==> src/aluPkg.sv <==
package aluPkg;

    // ======================================================================
    // widths and iteration count
    // ======================================================================
    localparam int dataW = 32;
    localparam int addrW = 8;
    localparam int mulDivCycles = 32;

    typedef enum logic [5:0] {
        ADD, SUB, AND, OR, XOR, CMP, CMPU, SHL,
        SHR, ASR, CLZ, POP, MUL, MULU, DIV, DIVU
    } opcodeE;

    typedef enum logic [1:0] {szByte, szHalf, szWord} sizeE;

    typedef enum logic [1:0] {fltNone, fltOfl, fltDbz} faultE;

    // opcode in bits 5:0, size in bits 7:6
    typedef struct packed {
        logic [23:0] rsvd;
        sizeE        size;
        opcodeE      opcode;
    } instrT;

    typedef struct packed {
        logic dbzEn;
        logic oflEn;
    } excEnT;

    typedef struct packed {
        instrT            instr;
        logic [dataW-1:0] opA;
        logic [dataW-1:0] opB;
        excEnT            excEn;
    } issueT;

    typedef struct packed {
        opcodeE           opcode;
        sizeE             size;
        logic [dataW-1:0] opA;
        logic [dataW-1:0] opB;
        logic             isMulDiv;
        logic             isSigned;
        excEnT            excEn;
    } execCmdT;

    typedef struct packed {
        logic [dataW-1:0] resLo;
        logic [dataW-1:0] resHi;
        faultE            fault;
    } resultT;

    // ======================================================================
    // register map
    // ======================================================================
    localparam logic [addrW-1:0] regOpA    = 8'h00;
    localparam logic [addrW-1:0] regOpB    = 8'h04;
    localparam logic [addrW-1:0] regInstr  = 8'h08;
    localparam logic [addrW-1:0] regExcEn  = 8'h0C;
    localparam logic [addrW-1:0] regResLo  = 8'h10;
    localparam logic [addrW-1:0] regResHi  = 8'h14;
    localparam logic [addrW-1:0] regStatus = 8'h18;

    // widen a byte or half value to the datapath, word passes unchanged
    function automatic logic [dataW-1:0] extend(
        input logic [dataW-1:0] v,
        input sizeE             sz,
        input logic             sgn
    );
        case (sz)
            szByte:  return {{(dataW-8){sgn & v[7]}}, v[7:0]};
            szHalf:  return {{(dataW-16){sgn & v[15]}}, v[15:0]};
            default: return v;
        endcase
    endfunction

endpackage

==> src/aluTop.sv <==
`timescale 1ns/1ps

module aluTop (
    input  logic                     clk,
    input  logic                     rstN,
    input  logic                     psel,
    input  logic                     penable,
    input  logic                     pwrite,
    input  logic [aluPkg::addrW-1:0] paddr,
    input  logic [aluPkg::dataW-1:0] pwdata,
    output logic [aluPkg::dataW-1:0] prdata,
    output logic                     pready,
    output logic                     pslverr
);
    import aluPkg::*;

    logic    issueValid;
    logic    issueReady;
    issueT   issue;
    logic    decInValid;
    logic    decInReady;
    issueT   decIn;
    logic    decOutValid;
    logic    decOutReady;
    execCmdT decCmd;
    logic    exInValid;
    logic    exInReady;
    execCmdT exCmd;
    logic    retireValid;
    resultT  retire;

    apbExecPort port_i (
        .clk         (clk),
        .rstN        (rstN),
        .psel        (psel),
        .penable     (penable),
        .pwrite      (pwrite),
        .paddr       (paddr),
        .pwdata      (pwdata),
        .prdata      (prdata),
        .pready      (pready),
        .pslverr     (pslverr),
        .issueValid  (issueValid),
        .issue       (issue),
        .issueReady  (issueReady),
        .retireValid (retireValid),
        .retire      (retire)
    );

    // ======================================================================
    // issue register, decode, command register, execute
    // ======================================================================
    pipeStage #(.payloadT(issueT)) issueStage_i (
        .clk      (clk),
        .rstN     (rstN),
        .inValid  (issueValid),
        .inData   (issue),
        .outReady (decInReady),
        .inReady  (issueReady),
        .outValid (decInValid),
        .outData  (decIn)
    );

    opDecode decode_i (
        .inValid  (decInValid),
        .in       (decIn),
        .outReady (decOutReady),
        .inReady  (decInReady),
        .outValid (decOutValid),
        .out      (decCmd)
    );

    pipeStage #(.payloadT(execCmdT)) cmdStage_i (
        .clk      (clk),
        .rstN     (rstN),
        .inValid  (decOutValid),
        .inData   (decCmd),
        .outReady (exInReady),
        .inReady  (decOutReady),
        .outValid (exInValid),
        .outData  (exCmd)
    );

    // results always retire, the port never stalls them
    execStage exec_i (
        .clk      (clk),
        .rstN     (rstN),
        .inValid  (exInValid),
        .cmd      (exCmd),
        .outReady (1'b1),
        .inReady  (exInReady),
        .outValid (retireValid),
        .res      (retire)
    );

endmodule

==> src/apbExecPort.sv <==
`timescale 1ns/1ps

module apbExecPort (
    input  logic                     clk,
    input  logic                     rstN,
    input  logic                     psel,
    input  logic                     penable,
    input  logic                     pwrite,
    input  logic [aluPkg::addrW-1:0] paddr,
    input  logic [aluPkg::dataW-1:0] pwdata,
    output logic [aluPkg::dataW-1:0] prdata,
    output logic                     pready,
    output logic                     pslverr,
    output logic                     issueValid,
    output aluPkg::issueT            issue,
    input  logic                     issueReady,
    input  logic                     retireValid,
    input  aluPkg::resultT           retire
);
    import aluPkg::*;

    logic [dataW-1:0] opA;
    logic [dataW-1:0] opB;
    logic [dataW-1:0] resLo;
    logic [dataW-1:0] resHi;
    excEnT            excEn;
    faultE            lastFault;
    logic             sticky;
    logic [3:0]       inFlight;
    logic             access;
    logic             mapped;
    logic             resAddr;
    logic             issueFire;

    assign access  = psel && penable;
    assign mapped  = paddr inside {regOpA, regOpB, regInstr, regExcEn,
                                   regResLo, regResHi, regStatus};
    assign resAddr = paddr inside {regResLo, regResHi};

    // instruction write issues straight from the bus
    assign issueValid = access && pwrite && (paddr == regInstr);
    assign issueFire  = issueValid && issueReady;
    assign issue      = '{instr: instrT'(pwdata), opA: opA, opB: opB, excEn: excEn};

    // wait states: issue back-pressure, result reads wait for an empty pipe
    assign pready  = access && (issueValid ? issueReady :
                                (!pwrite && resAddr) ? (inFlight == 4'd0) : 1'b1);
    assign pslverr = access && (!mapped || (pwrite && resAddr));

    always_comb begin
        case (paddr)
            regOpA:    prdata = opA;
            regOpB:    prdata = opB;
            regExcEn:  prdata = {{(dataW-2){1'b0}}, excEn};
            regResLo:  prdata = resLo;
            regResHi:  prdata = resHi;
            regStatus: prdata = {{(dataW-7){1'b0}}, sticky, lastFault, inFlight};
            default:   prdata = '0;
        endcase
    end

    always_ff @(posedge clk or negedge rstN) begin
        if (!rstN) begin
            opA       <= '0;
            opB       <= '0;
            excEn     <= '0;
            resLo     <= '0;
            resHi     <= '0;
            lastFault <= fltNone;
            sticky    <= 1'b0;
            inFlight  <= '0;
        end else begin
            inFlight <= inFlight + 4'(issueFire) - 4'(retireValid);
            if (access && pwrite) begin
                case (paddr)
                    regOpA:    opA <= pwdata;
                    regOpB:    opB <= pwdata;
                    regExcEn:  excEn <= excEnT'(pwdata[1:0]);
                    regStatus: if (pwdata[6]) sticky <= 1'b0;
                    default:   ;
                endcase
            end
            // a fault retiring in the same cycle wins over the clear
            if (retireValid) begin
                resLo     <= retire.resLo;
                resHi     <= retire.resHi;
                lastFault <= retire.fault;
                if (retire.fault != fltNone)
                    sticky <= 1'b1;
            end
        end
    end

endmodule

==> src/execStage.sv <==
`timescale 1ns/1ps

module execStage (
    input  logic            clk,
    input  logic            rstN,
    input  logic            inValid,
    input  aluPkg::execCmdT cmd,
    input  logic            outReady,
    output logic            inReady,
    output logic            outValid,
    output aluPkg::resultT  res
);
    import aluPkg::*;

    resultT           aluRes;
    resultT           mdRes;
    logic             start;
    logic             busy;
    logic             done;
    logic             dbz;
    logic [dataW-1:0] mdLo;
    logic [dataW-1:0] mdHi;
    logic             mdWait;
    logic             mdDiv;
    logic             mdSigned;
    excEnT            mdEn;

    intAlu alu_i (
        .cmd (cmd),
        .res (aluRes)
    );

    seqMulDiv mulDiv_i (
        .clk        (clk),
        .rstN       (rstN),
        .start      (start),
        .isDiv      (cmd.opcode inside {DIV, DIVU}),
        .isSigned   (cmd.isSigned),
        .a          (cmd.opA),
        .b          (cmd.opB),
        .busy       (busy),
        .done       (done),
        .prodOrQuot (mdLo),
        .remOrHigh  (mdHi),
        .divByZero  (dbz)
    );

    // a multiply or divide blocks the stage until its result retires
    assign inReady  = !busy && !mdWait && (cmd.isMulDiv || outReady);
    assign start    = inValid && inReady && cmd.isMulDiv;
    assign outValid = mdWait ? done : (inValid && !cmd.isMulDiv);
    assign res      = mdWait ? mdRes : aluRes;

    always_ff @(posedge clk or negedge rstN) begin
        if (!rstN)
            mdWait <= 1'b0;
        else if (start)
            mdWait <= 1'b1;
        else if (mdWait && done && outReady)
            mdWait <= 1'b0;
    end

    always_ff @(posedge clk) begin
        if (start) begin
            mdDiv    <= cmd.opcode inside {DIV, DIVU};
            mdSigned <= cmd.isSigned;
            mdEn     <= cmd.excEn;
        end
    end

    always_comb begin
        mdRes.resLo = mdLo;
        mdRes.resHi = mdHi;
        mdRes.fault = fltNone;
        if (mdDiv) begin
            if (dbz && mdEn.dbzEn)
                mdRes.fault = fltDbz;
        end else if (mdEn.oflEn) begin
            // high word must be the sign extension of the low word, or zero
            if (mdSigned ? (mdHi != {dataW{mdLo[dataW-1]}}) : (mdHi != '0))
                mdRes.fault = fltOfl;
        end
    end

endmodule

==> src/intAlu.sv <==
`timescale 1ns/1ps

module intAlu (
    input  aluPkg::execCmdT cmd,
    output aluPkg::resultT  res
);
    import aluPkg::*;

    logic [dataW-1:0] a;
    logic [dataW-1:0] b;
    logic [dataW-1:0] sum;
    logic [dataW-1:0] diff;
    logic [4:0]       shAmt;
    logic [5:0]       clzCnt;
    logic [5:0]       popCnt;
    logic [5:0]       clzAdj;
    logic             ofl;

    assign a     = cmd.opA;
    assign b     = cmd.opB;
    assign sum   = a + b;
    assign diff  = a - b;
    assign shAmt = b[4:0];

    // counts over the zero-extended operand
    always_comb begin : counts
        logic seen;
        seen   = 1'b0;
        clzCnt = '0;
        popCnt = '0;
        for (int i = dataW - 1; i >= 0; i--) begin
            if (a[i])
                seen = 1'b1;
            if (!seen)
                clzCnt = clzCnt + 6'd1;
            popCnt = popCnt + 6'(a[i]);
        end
    end

    // leading zeros above the sized field are not counted
    always_comb begin
        case (cmd.size)
            szByte:  clzAdj = 6'd24;
            szHalf:  clzAdj = 6'd16;
            default: clzAdj = 6'd0;
        endcase
    end

    always_comb begin
        res.resHi = '0;
        case (cmd.opcode)
            ADD:     res.resLo = extend(sum, cmd.size, 1'b1);
            SUB:     res.resLo = extend(diff, cmd.size, 1'b1);
            AND:     res.resLo = extend(a & b, cmd.size, 1'b1);
            OR:      res.resLo = extend(a | b, cmd.size, 1'b1);
            XOR:     res.resLo = extend(a ^ b, cmd.size, 1'b1);
            CMP:     res.resLo = ($signed(a) < $signed(b)) ? '1 :
                                 (a == b) ? '0 : dataW'(1);
            CMPU:    res.resLo = (a < b) ? '1 : (a == b) ? '0 : dataW'(1);
            SHL:     res.resLo = extend(a << shAmt, cmd.size, 1'b1);
            SHR:     res.resLo = extend(a >> shAmt, cmd.size, 1'b1);
            ASR:     res.resLo = extend(dataW'($signed(a) >>> shAmt), cmd.size, 1'b1);
            CLZ:     res.resLo = dataW'(clzCnt - clzAdj);
            POP:     res.resLo = dataW'(popCnt);
            default: res.resLo = '0;
        endcase

        // operands arrive sign-extended, so bit 31 is the sized sign
        ofl = 1'b0;
        if (cmd.opcode == ADD)
            ofl = (a[dataW-1] == b[dataW-1]) && (res.resLo[dataW-1] != a[dataW-1]);
        else if (cmd.opcode == SUB)
            ofl = (a[dataW-1] != b[dataW-1]) && (res.resLo[dataW-1] != a[dataW-1]);
        res.fault = (ofl && cmd.excEn.oflEn) ? fltOfl : fltNone;
    end

endmodule

==> src/opDecode.sv <==
`timescale 1ns/1ps

module opDecode (
    input  logic            inValid,
    input  aluPkg::issueT   in,
    input  logic            outReady,
    output logic            inReady,
    output logic            outValid,
    output aluPkg::execCmdT out
);
    import aluPkg::*;

    opcodeE op;
    logic   known;
    logic   sgn;

    assign op    = in.instr.opcode;
    assign known = (op <= DIVU);

    // unsigned view for unsigned compare, logical shift, counts and the U ops
    assign sgn = !(op inside {CMPU, SHR, CLZ, POP, MULU, DIVU});

    assign inReady  = outReady;
    assign outValid = inValid;

    always_comb begin
        out.size     = in.instr.size;
        out.isSigned = sgn;
        out.excEn    = in.excEn;
        if (known) begin
            out.opcode   = op;
            out.opA      = extend(in.opA, in.instr.size, sgn);
            out.opB      = extend(in.opB, in.instr.size, sgn);
            out.isMulDiv = op inside {MUL, MULU, DIV, DIVU};
        end else begin
            // AND of zeros gives a zero result
            out.opcode   = AND;
            out.opA      = '0;
            out.opB      = '0;
            out.isMulDiv = 1'b0;
        end
    end

endmodule

==> src/pipeStage.sv <==
`timescale 1ns/1ps

module pipeStage #(
    parameter type payloadT = logic
) (
    input  logic    clk,
    input  logic    rstN,
    input  logic    inValid,
    input  payloadT inData,
    input  logic    outReady,
    output logic    inReady,
    output logic    outValid,
    output payloadT outData
);

    // accept when empty or when the held item leaves this cycle
    assign inReady = outReady || !outValid;

    always_ff @(posedge clk or negedge rstN) begin
        if (!rstN)
            outValid <= 1'b0;
        else if (inReady)
            outValid <= inValid;
    end

    always_ff @(posedge clk) begin
        if (inValid && inReady)
            outData <= inData;
    end

endmodule

==> src/seqMulDiv.sv <==
`timescale 1ns/1ps

module seqMulDiv (
    input  logic                     clk,
    input  logic                     rstN,
    input  logic                     start,
    input  logic                     isDiv,
    input  logic                     isSigned,
    input  logic [aluPkg::dataW-1:0] a,
    input  logic [aluPkg::dataW-1:0] b,
    output logic                     busy,
    output logic                     done,
    output logic [aluPkg::dataW-1:0] prodOrQuot,
    output logic [aluPkg::dataW-1:0] remOrHigh,
    output logic                     divByZero
);
    import aluPkg::*;

    localparam int cntW = $clog2(mulDivCycles);

    logic [cntW-1:0]    cnt;
    logic               aNeg;
    logic               bNeg;
    logic [dataW-1:0]   aMag;
    logic [dataW-1:0]   bMagIn;
    logic [dataW-1:0]   bMag;
    logic [dataW-1:0]   accHi;
    logic [dataW-1:0]   accLo;
    logic               divR;
    logic               negQ;
    logic               negR;
    logic [dataW:0]     mulSum;
    logic [dataW:0]     divShift;
    logic [dataW+1:0]   divDiff;
    logic [2*dataW-1:0] prod;

    assign aNeg   = isSigned && a[dataW-1];
    assign bNeg   = isSigned && b[dataW-1];
    assign aMag   = aNeg ? -a : a;
    assign bMagIn = bNeg ? -b : b;

    // one shift-add step, or one restoring subtract step
    assign mulSum   = {1'b0, accHi} + (accLo[0] ? {1'b0, bMag} : '0);
    assign divShift = {accHi, accLo[dataW-1]};
    assign divDiff  = {1'b0, divShift} - {2'b00, bMag};

    always_ff @(posedge clk or negedge rstN) begin
        if (!rstN) begin
            busy <= 1'b0;
            done <= 1'b0;
            cnt  <= '0;
        end else if (start) begin
            busy <= 1'b1;
            done <= 1'b0;
            cnt  <= '0;
        end else if (busy) begin
            cnt <= cnt + 1'b1;
            if (cnt == cntW'(mulDivCycles - 1)) begin
                busy <= 1'b0;
                done <= 1'b1;
            end
        end
    end

    // accLo holds the multiplier or dividend, accHi the partial sum or remainder
    always_ff @(posedge clk) begin
        if (start) begin
            accHi     <= '0;
            accLo     <= aMag;
            bMag      <= bMagIn;
            divR      <= isDiv;
            negQ      <= aNeg ^ bNeg;
            negR      <= aNeg;
            divByZero <= isDiv && (b == '0);
        end else if (busy) begin
            if (!divR) begin
                accHi <= mulSum[dataW:1];
                accLo <= {mulSum[0], accLo[dataW-1:1]};
            end else if (!divDiff[dataW+1]) begin
                accHi <= divDiff[dataW-1:0];
                accLo <= {accLo[dataW-2:0], 1'b1};
            end else begin
                accHi <= divShift[dataW-1:0];
                accLo <= {accLo[dataW-2:0], 1'b0};
            end
        end
    end

    // sign fix-up, a zero divisor forces an all-ones quotient
    assign prod       = negQ ? -{accHi, accLo} : {accHi, accLo};
    assign prodOrQuot = !divR ? prod[dataW-1:0] :
                        divByZero ? '1 : (negQ ? -accLo : accLo);
    assign remOrHigh  = !divR ? prod[2*dataW-1:dataW] : (negR ? -accHi : accHi);

endmodule
==> config.mk <==
export PLATFORM = sky130hd
export DESIGN_NAME = aluTop
export DESIGN_NICKNAME = d
export VERILOG_FILES = /design/src/aluPkg.sv /design/src/aluTop.sv /design/src/apbExecPort.sv /design/src/execStage.sv /design/src/intAlu.sv /design/src/opDecode.sv /design/src/pipeStage.sv /design/src/seqMulDiv.sv
export SDC_FILE = /design/constraint.sdc
export NUM_CORES = 2
export LEC_CHECK = 0
export ABC_CLOCK_PERIOD_IN_PS = 33700
export CORE_AREA = 5 5 243 339
export DETAILED_ROUTE_END_ITERATION = 10
export DIE_AREA = 0 0 248 344
export DONT_BUFFER_PORTS = 1
export PLACE_DENSITY = 0.7
export SYNTH_ARGS = -nofsm -noshare
export SYNTH_HDL_FRONTEND = slang
export SYNTH_HIERARCHICAL = 1
export SYNTH_SLANG_ARGS = --single-unit
==> constraint.sdc <==
create_clock -name clk -period 33.7 [get_ports clk]
set_clock_uncertainty 0.05 [all_clocks]
set_input_delay 1.685 -clock clk [delete_from_list [all_inputs] [get_ports clk]]
set_output_delay 1.685 -clock clk [all_outputs]
set_load 0.02 [all_outputs]
### Word level (Yosys, flattened, before mapping)

Index checks and enable logic that the tools add are counted.

| cells by class | value |
|---|---|
| eq/ne operators | 35 |
| order comparisons | 3 |
| add/sub/neg operators | 75 |
| bitwise logic cells | 8 |
| reduce and logical (&&, ||, !) cells | 52 |
| shift operators | 3 |
| multiplexer cells | 122 |

Operator list:

| kind | number |
|---|---|
| case mux 32 bit (2 select lines) | 10 |
| 2-to-1 mux 32 bit | 15 |
| case mux 32 bit (12 select lines) | 1 |
| case mux 32 bit (6 select lines) | 1 |
| adder 6 x 1 -> 6 bit (second input constant) | 31 |
| 2-to-1 mux 6 bit | 31 |
| adder 6 x 1 -> 6 bit | 26 |
| negation 32 bit | 4 |
| == test 6 x 4 -> 1 bit (second input constant) | 13 |
| 2-to-1 mux 66 bit | 1 |
| < comparator 32 bit | 2 |
| 2-to-1 mux 64 bit | 1 |
| negation 64 bit | 1 |
| 2-to-1 mux 1 bit | 56 |
| subtractor 33 x 32 -> 34 bit | 1 |
| adder 32 x 32 -> 33 bit | 1 |
| adder 32 bit | 1 |
| bitwise AND 32 bit | 1 |
| == test 32 bit | 1 |
| zero test 32 bit | 1 |
| inequality test 32 bit | 1 |
| bitwise OR 32 bit | 1 |
| nonzero test 32 bit | 1 |
| << shifter 32 x 5 -> 32 bit | 1 |
| other kinds (41) | 95 |

| storage, ports and cells | value |
|---|---|
| input bits | 45 |
| flip-flop bits (word level) | 400 |

### Longest topological paths before layout

| logic depth | value |
|---|---|
| word-level depth | 76 |
| mapped depth | 90 |
| gate-level depth less buffers | 88 |

### Modules after synthesis

Netlist, hierarchy kept.

By module, submodules not included:

| module | sequential area each (um^2) | area an instance (um^2) | cells each | times used |
|---|---|---|---|---|
| intAlu | 0.0 | 13636.8 | 2071 | 1 |
| seqMulDiv | 2857.7 | 11473.5 | 1496 | 1 |
| apbExecPort | 3428.3 | 6652.6 | 501 | 1 |
| pipeStage at issueStage_i | 2967.8 | 2996.6 | 102 | 1 |
| pipeStage at cmdStage_i | 2307.2 | 2336.0 | 80 | 1 |
| execStage | 145.1 | 1182.4 | 122 | 1 |
| opDecode | 0.0 | 844.6 | 157 | 1 |
| aluTop | 0.0 | 3.8 | 1 | 1 |

### Worst setup path before layout

OpenSTA, ideal clock, no wires.

| path | value |
|---|---|
| path kind | register -> register |
| from | reg cmdStage_i/outData[67] in the netlist's numbering |
| to | reg port_i.sticky |
| data required time | 33.531 ns |
| cell stages (with the launch flop) | 88 |
| path buffers | 3 |
| data arrival time | 14.430 ns |
| setup time | 0.119 ns |
| slack | 19.101 ns |
| cell sequence | edfxtp_1 > clkbuf_1 > buf_1 > a21oi_1 > ha_1 > nor3_1 > nor2_1 > ha_1 > nor2_1 > a211oi_1 > ha_1 > mux2_2 > ha_1 > a21oi_1 > nor2b_1 > ha_1 > nand3_1 > nand2_1 > [52 not listed] > mux2i_1 > xnor2_1 > xnor3_1 > xor2_1 > inv_1 > ha_1 > nor2b_1 > nor3_1 > a21boi_2 > buf_4 > a31oi_1 > nor3_1 > nor2b_4 > nand3b_1 > nor4_2 > a211oi_1 > o21ai_0 > a21bo_2 |

RTL lines:

| what | line | RTL |
|---|---|---|
| start: declaration | pipeStage.sv:13 | `output payloadT outData` |
| start signal: assignment | pipeStage.sv:28 | `outData <= inData;` |
| end signal: assignment | apbExecPort.sv:70 | `sticky <= 1'b0;` |
| end signal: assignment | apbExecPort.sv:79 | `regStatus: if (pwdata[6]) sticky <= 1'b0;` |
| end signal: assignment | apbExecPort.sv:89 | `sticky <= 1'b1;` |
| end: declaration | apbExecPort.sv:28 | `logic sticky;` |

==> metrics.md <==
| Metric | Value |
|---|---|
| Fin crit period | `16,650 ps` |
| Total power | `0.00113 W` |
| Gate Count Post-Synth | `4,482` |
| Port Buffers | `0` |
| Critical Path RT | `34,180 ps` |
| Area growth, synth to finish | `5.83%` |
| Maximum clock frequency | `0.0601 GHz` |
| DR WL/cell | `27.2 µm` |
| Routed WL | `148,000 µm` |
| Worst slew pin tran | `1390 ps` |
| Cell repeated most along the worst path | `ha_1` |
| CTS tree | `done` |
| Final hold viol count | `0` |
| Count of hold-fix buffers inserted at cts | `0` |
| Crit path launch type | `flop` |
| DP HPWL | `113,000 µm` |
| First-pass GRT wire length | `218,000 µm` |
| Crit Path Max Fanout | `23` |
| Final net count | `4,635` |
| Worst slack at placement | `17,300 ps` |
| Initial Utilization | `0.484` |
| Largest net degree at the start of global routing | `148` |
| Post-DRT Antenna Nets | `0` |
| Post-CTS Resized | `0` |
| Leak | `16.9 nW` |
| Max_slew headroom | `0.0641` |
| Synth warn | `6` |
| Grt met1 use | `0.399` |
| Die Wd | `248 µm` |
| Core Area | `78,900 µm²` |
| Clk slew on worst S/H paths | `70 ps` |
| Setup Viol. Count Final | `0` |
| Hold Crit Class | `flop to flop` |
| GR Overflow Total | `0` |
| Via density | `6.56` |
| DR vias | `35,700` |
| Maxcap violations | `0` |
| Number of buffers created by CTS | `44` |
| Chip Height | `344 µm` |
| Initial antenna violation count | `3` |
| Clk sinks | `401` |
| Crit path setup slack, layout | `17,050 ps` |
| Postcts setup bufs | `0` |
| Met2 usage | `0.550` |
| Setup CP Type | `flop to flop` |
| Number of global-route vias before repair | `34,100` |
| Starting DRT DRC Count | `3,712` |
| Row Count | `122` |
| Drt drc | `0` |
| Status | `completed` |
| Clock latency on the worst-skew pair | `610 ps` |
| CP arrival | `17,130 ps` |
| Slowest-stage cell, CP | `edfxtp_1` |
| Fin crit share | `0.494` |
| Clock root cell | `clkbuf_16` |
| Peak supply drop | `0.0538 mV` |
| Mapped cell area | `38,200 µm²` |
| PwrDens | `27.8 nW/µm²` |
| Setup TNS | `0 ps` |
| CP Capture Type | `flop` |
| Slew Limit Fails | `0` |
| DRT Pass-1 Iters | `7` |
| Share of cells above drive strength 1 | `0.107` |
| RSZ-0062 raised after global routing | `no` |
| Die area | `85,300 µm²` |
| Most Crowded Layer GR | `met2` |
| Clock buffer depth | `3` |
| Final RePlAce weighted congestion | `1.07` |
| Most common cell after layout, fill and taps aside | `nand2_1` |
| Max stage delay on crit path | `640 ps` |
| Met3 Resource Use GR | `0.0441` |
| CTS H-Tree Depth | `2` |
| IO Pins | `79` |
| Mapped Avg Cell Area | `8.53 µm²` |
| Most frequent cells in the layout | `411 x nand2_1, 394 x nor2_1, 371 x a21oi_1, 327 x o21ai_0, 222 x edfxtp_1` |
| Total GRT Usage | `0.335` |
==> worst max-delay path, delay by kind of cell (launching register included) <==
kind | cells | cell delay (ps)
AOI/OAI and AO/OA | 25 | 4480
xor gates and xnor gates | 3 | 700
buffers and inverters | 5 | 650
adders and majority gates | 18 | 5470
and+or+nand+nor | 31 | 3340
DFF | 1 | 640
muxes | 6 | 1240
==> metrics by stage <==
stage / utilization / hold WS, ps / cells / area (µm²)
after floorplan: - / 350 / 4516 / 38400
after global placement: 0.493 / 356 / 5351 / 38900
after detailed placement: 0.493 / 363 / 5351 / 38900
after CTS: 0.513 / 374 / 5433 / 40500
after global routing: 0.513 / 387 / 5433 / 40500
final: 0.513 / 383 / 5434 / 40500
==> state kept, by name (all words and copies together) (netlist names), 2 cells and up <==
signal / cells
cmdStage_i/outData: 76
exec_i/mdEn: 2
exec_i/mulDiv_i/accHi: 32
exec_i/mulDiv_i/accLo: 32
exec_i/mulDiv_i/bMag: 32
exec_i/mulDiv_i/cnt: 5
issueStage_i/outData: 74
port_i/inFlight: 4
port_i/issue: 2
port_i/lastFault: 2
port_i/opA: 32
port_i/opB: 32
port_i/resHi: 32
port_i/resLo: 32
==> power breakdown <==
group / leakage [nW] / switching [W] / internal, W
Sequential: 4.41 / 0.0000108 / 0.000521
Combinational: 11.8 / 0.0000454 / 0.0000324
Clock: 0.745 / 0.000226 / 0.000290
Total: 16.9 / 0.000282 / 0.000843
==> final timing paths <==
| kind | end | cells past startpoint | startpoint | slack [ps] |
|---|---|---|---|---|
| setup / recovery | port_i/sticky | 88 | cmdStage_i/outData[66] | 17050 |
| hold / removal | exec_i/mdEn[1] | 0 | cmdStage_i/outData[1] | 380 |
| setup reg to reg | port_i/sticky | 88 | cmdStage_i/outData[66] | 17050 |
| hold reg to reg | exec_i/mdEn[1] | 0 | cmdStage_i/outData[1] | 380 |
| max in group asynchronous | port_i/resHi[17] | 0 | rstN | 32630 |
| min in group asynchronous | port_i/opB[18] | 0 | rstN | 720 |
==> layout make-up <==
type / instances / area [µm²]
tap: 1054 / 1320
clock inverter: 26 / 305
clock buffer: 56 / 1220
inverter: 226 / 848
sequential: 401 / 11000
antenna: 1 / 2.50
multi-input combinational: 3584 / 25100
fill: 7624 / 38500
timing repair buffer: 86 / 658
==> metal layers <==
layer | vias to the layer above | routed length [µm]
li1 | 16000 | -
met5 | - | 34
met3 | 542 | 10400
met2 | 1869 | 68400
met4 | 4 | 14600
met1 | 17300 | 54300
(Power assumes the default switching activity.)
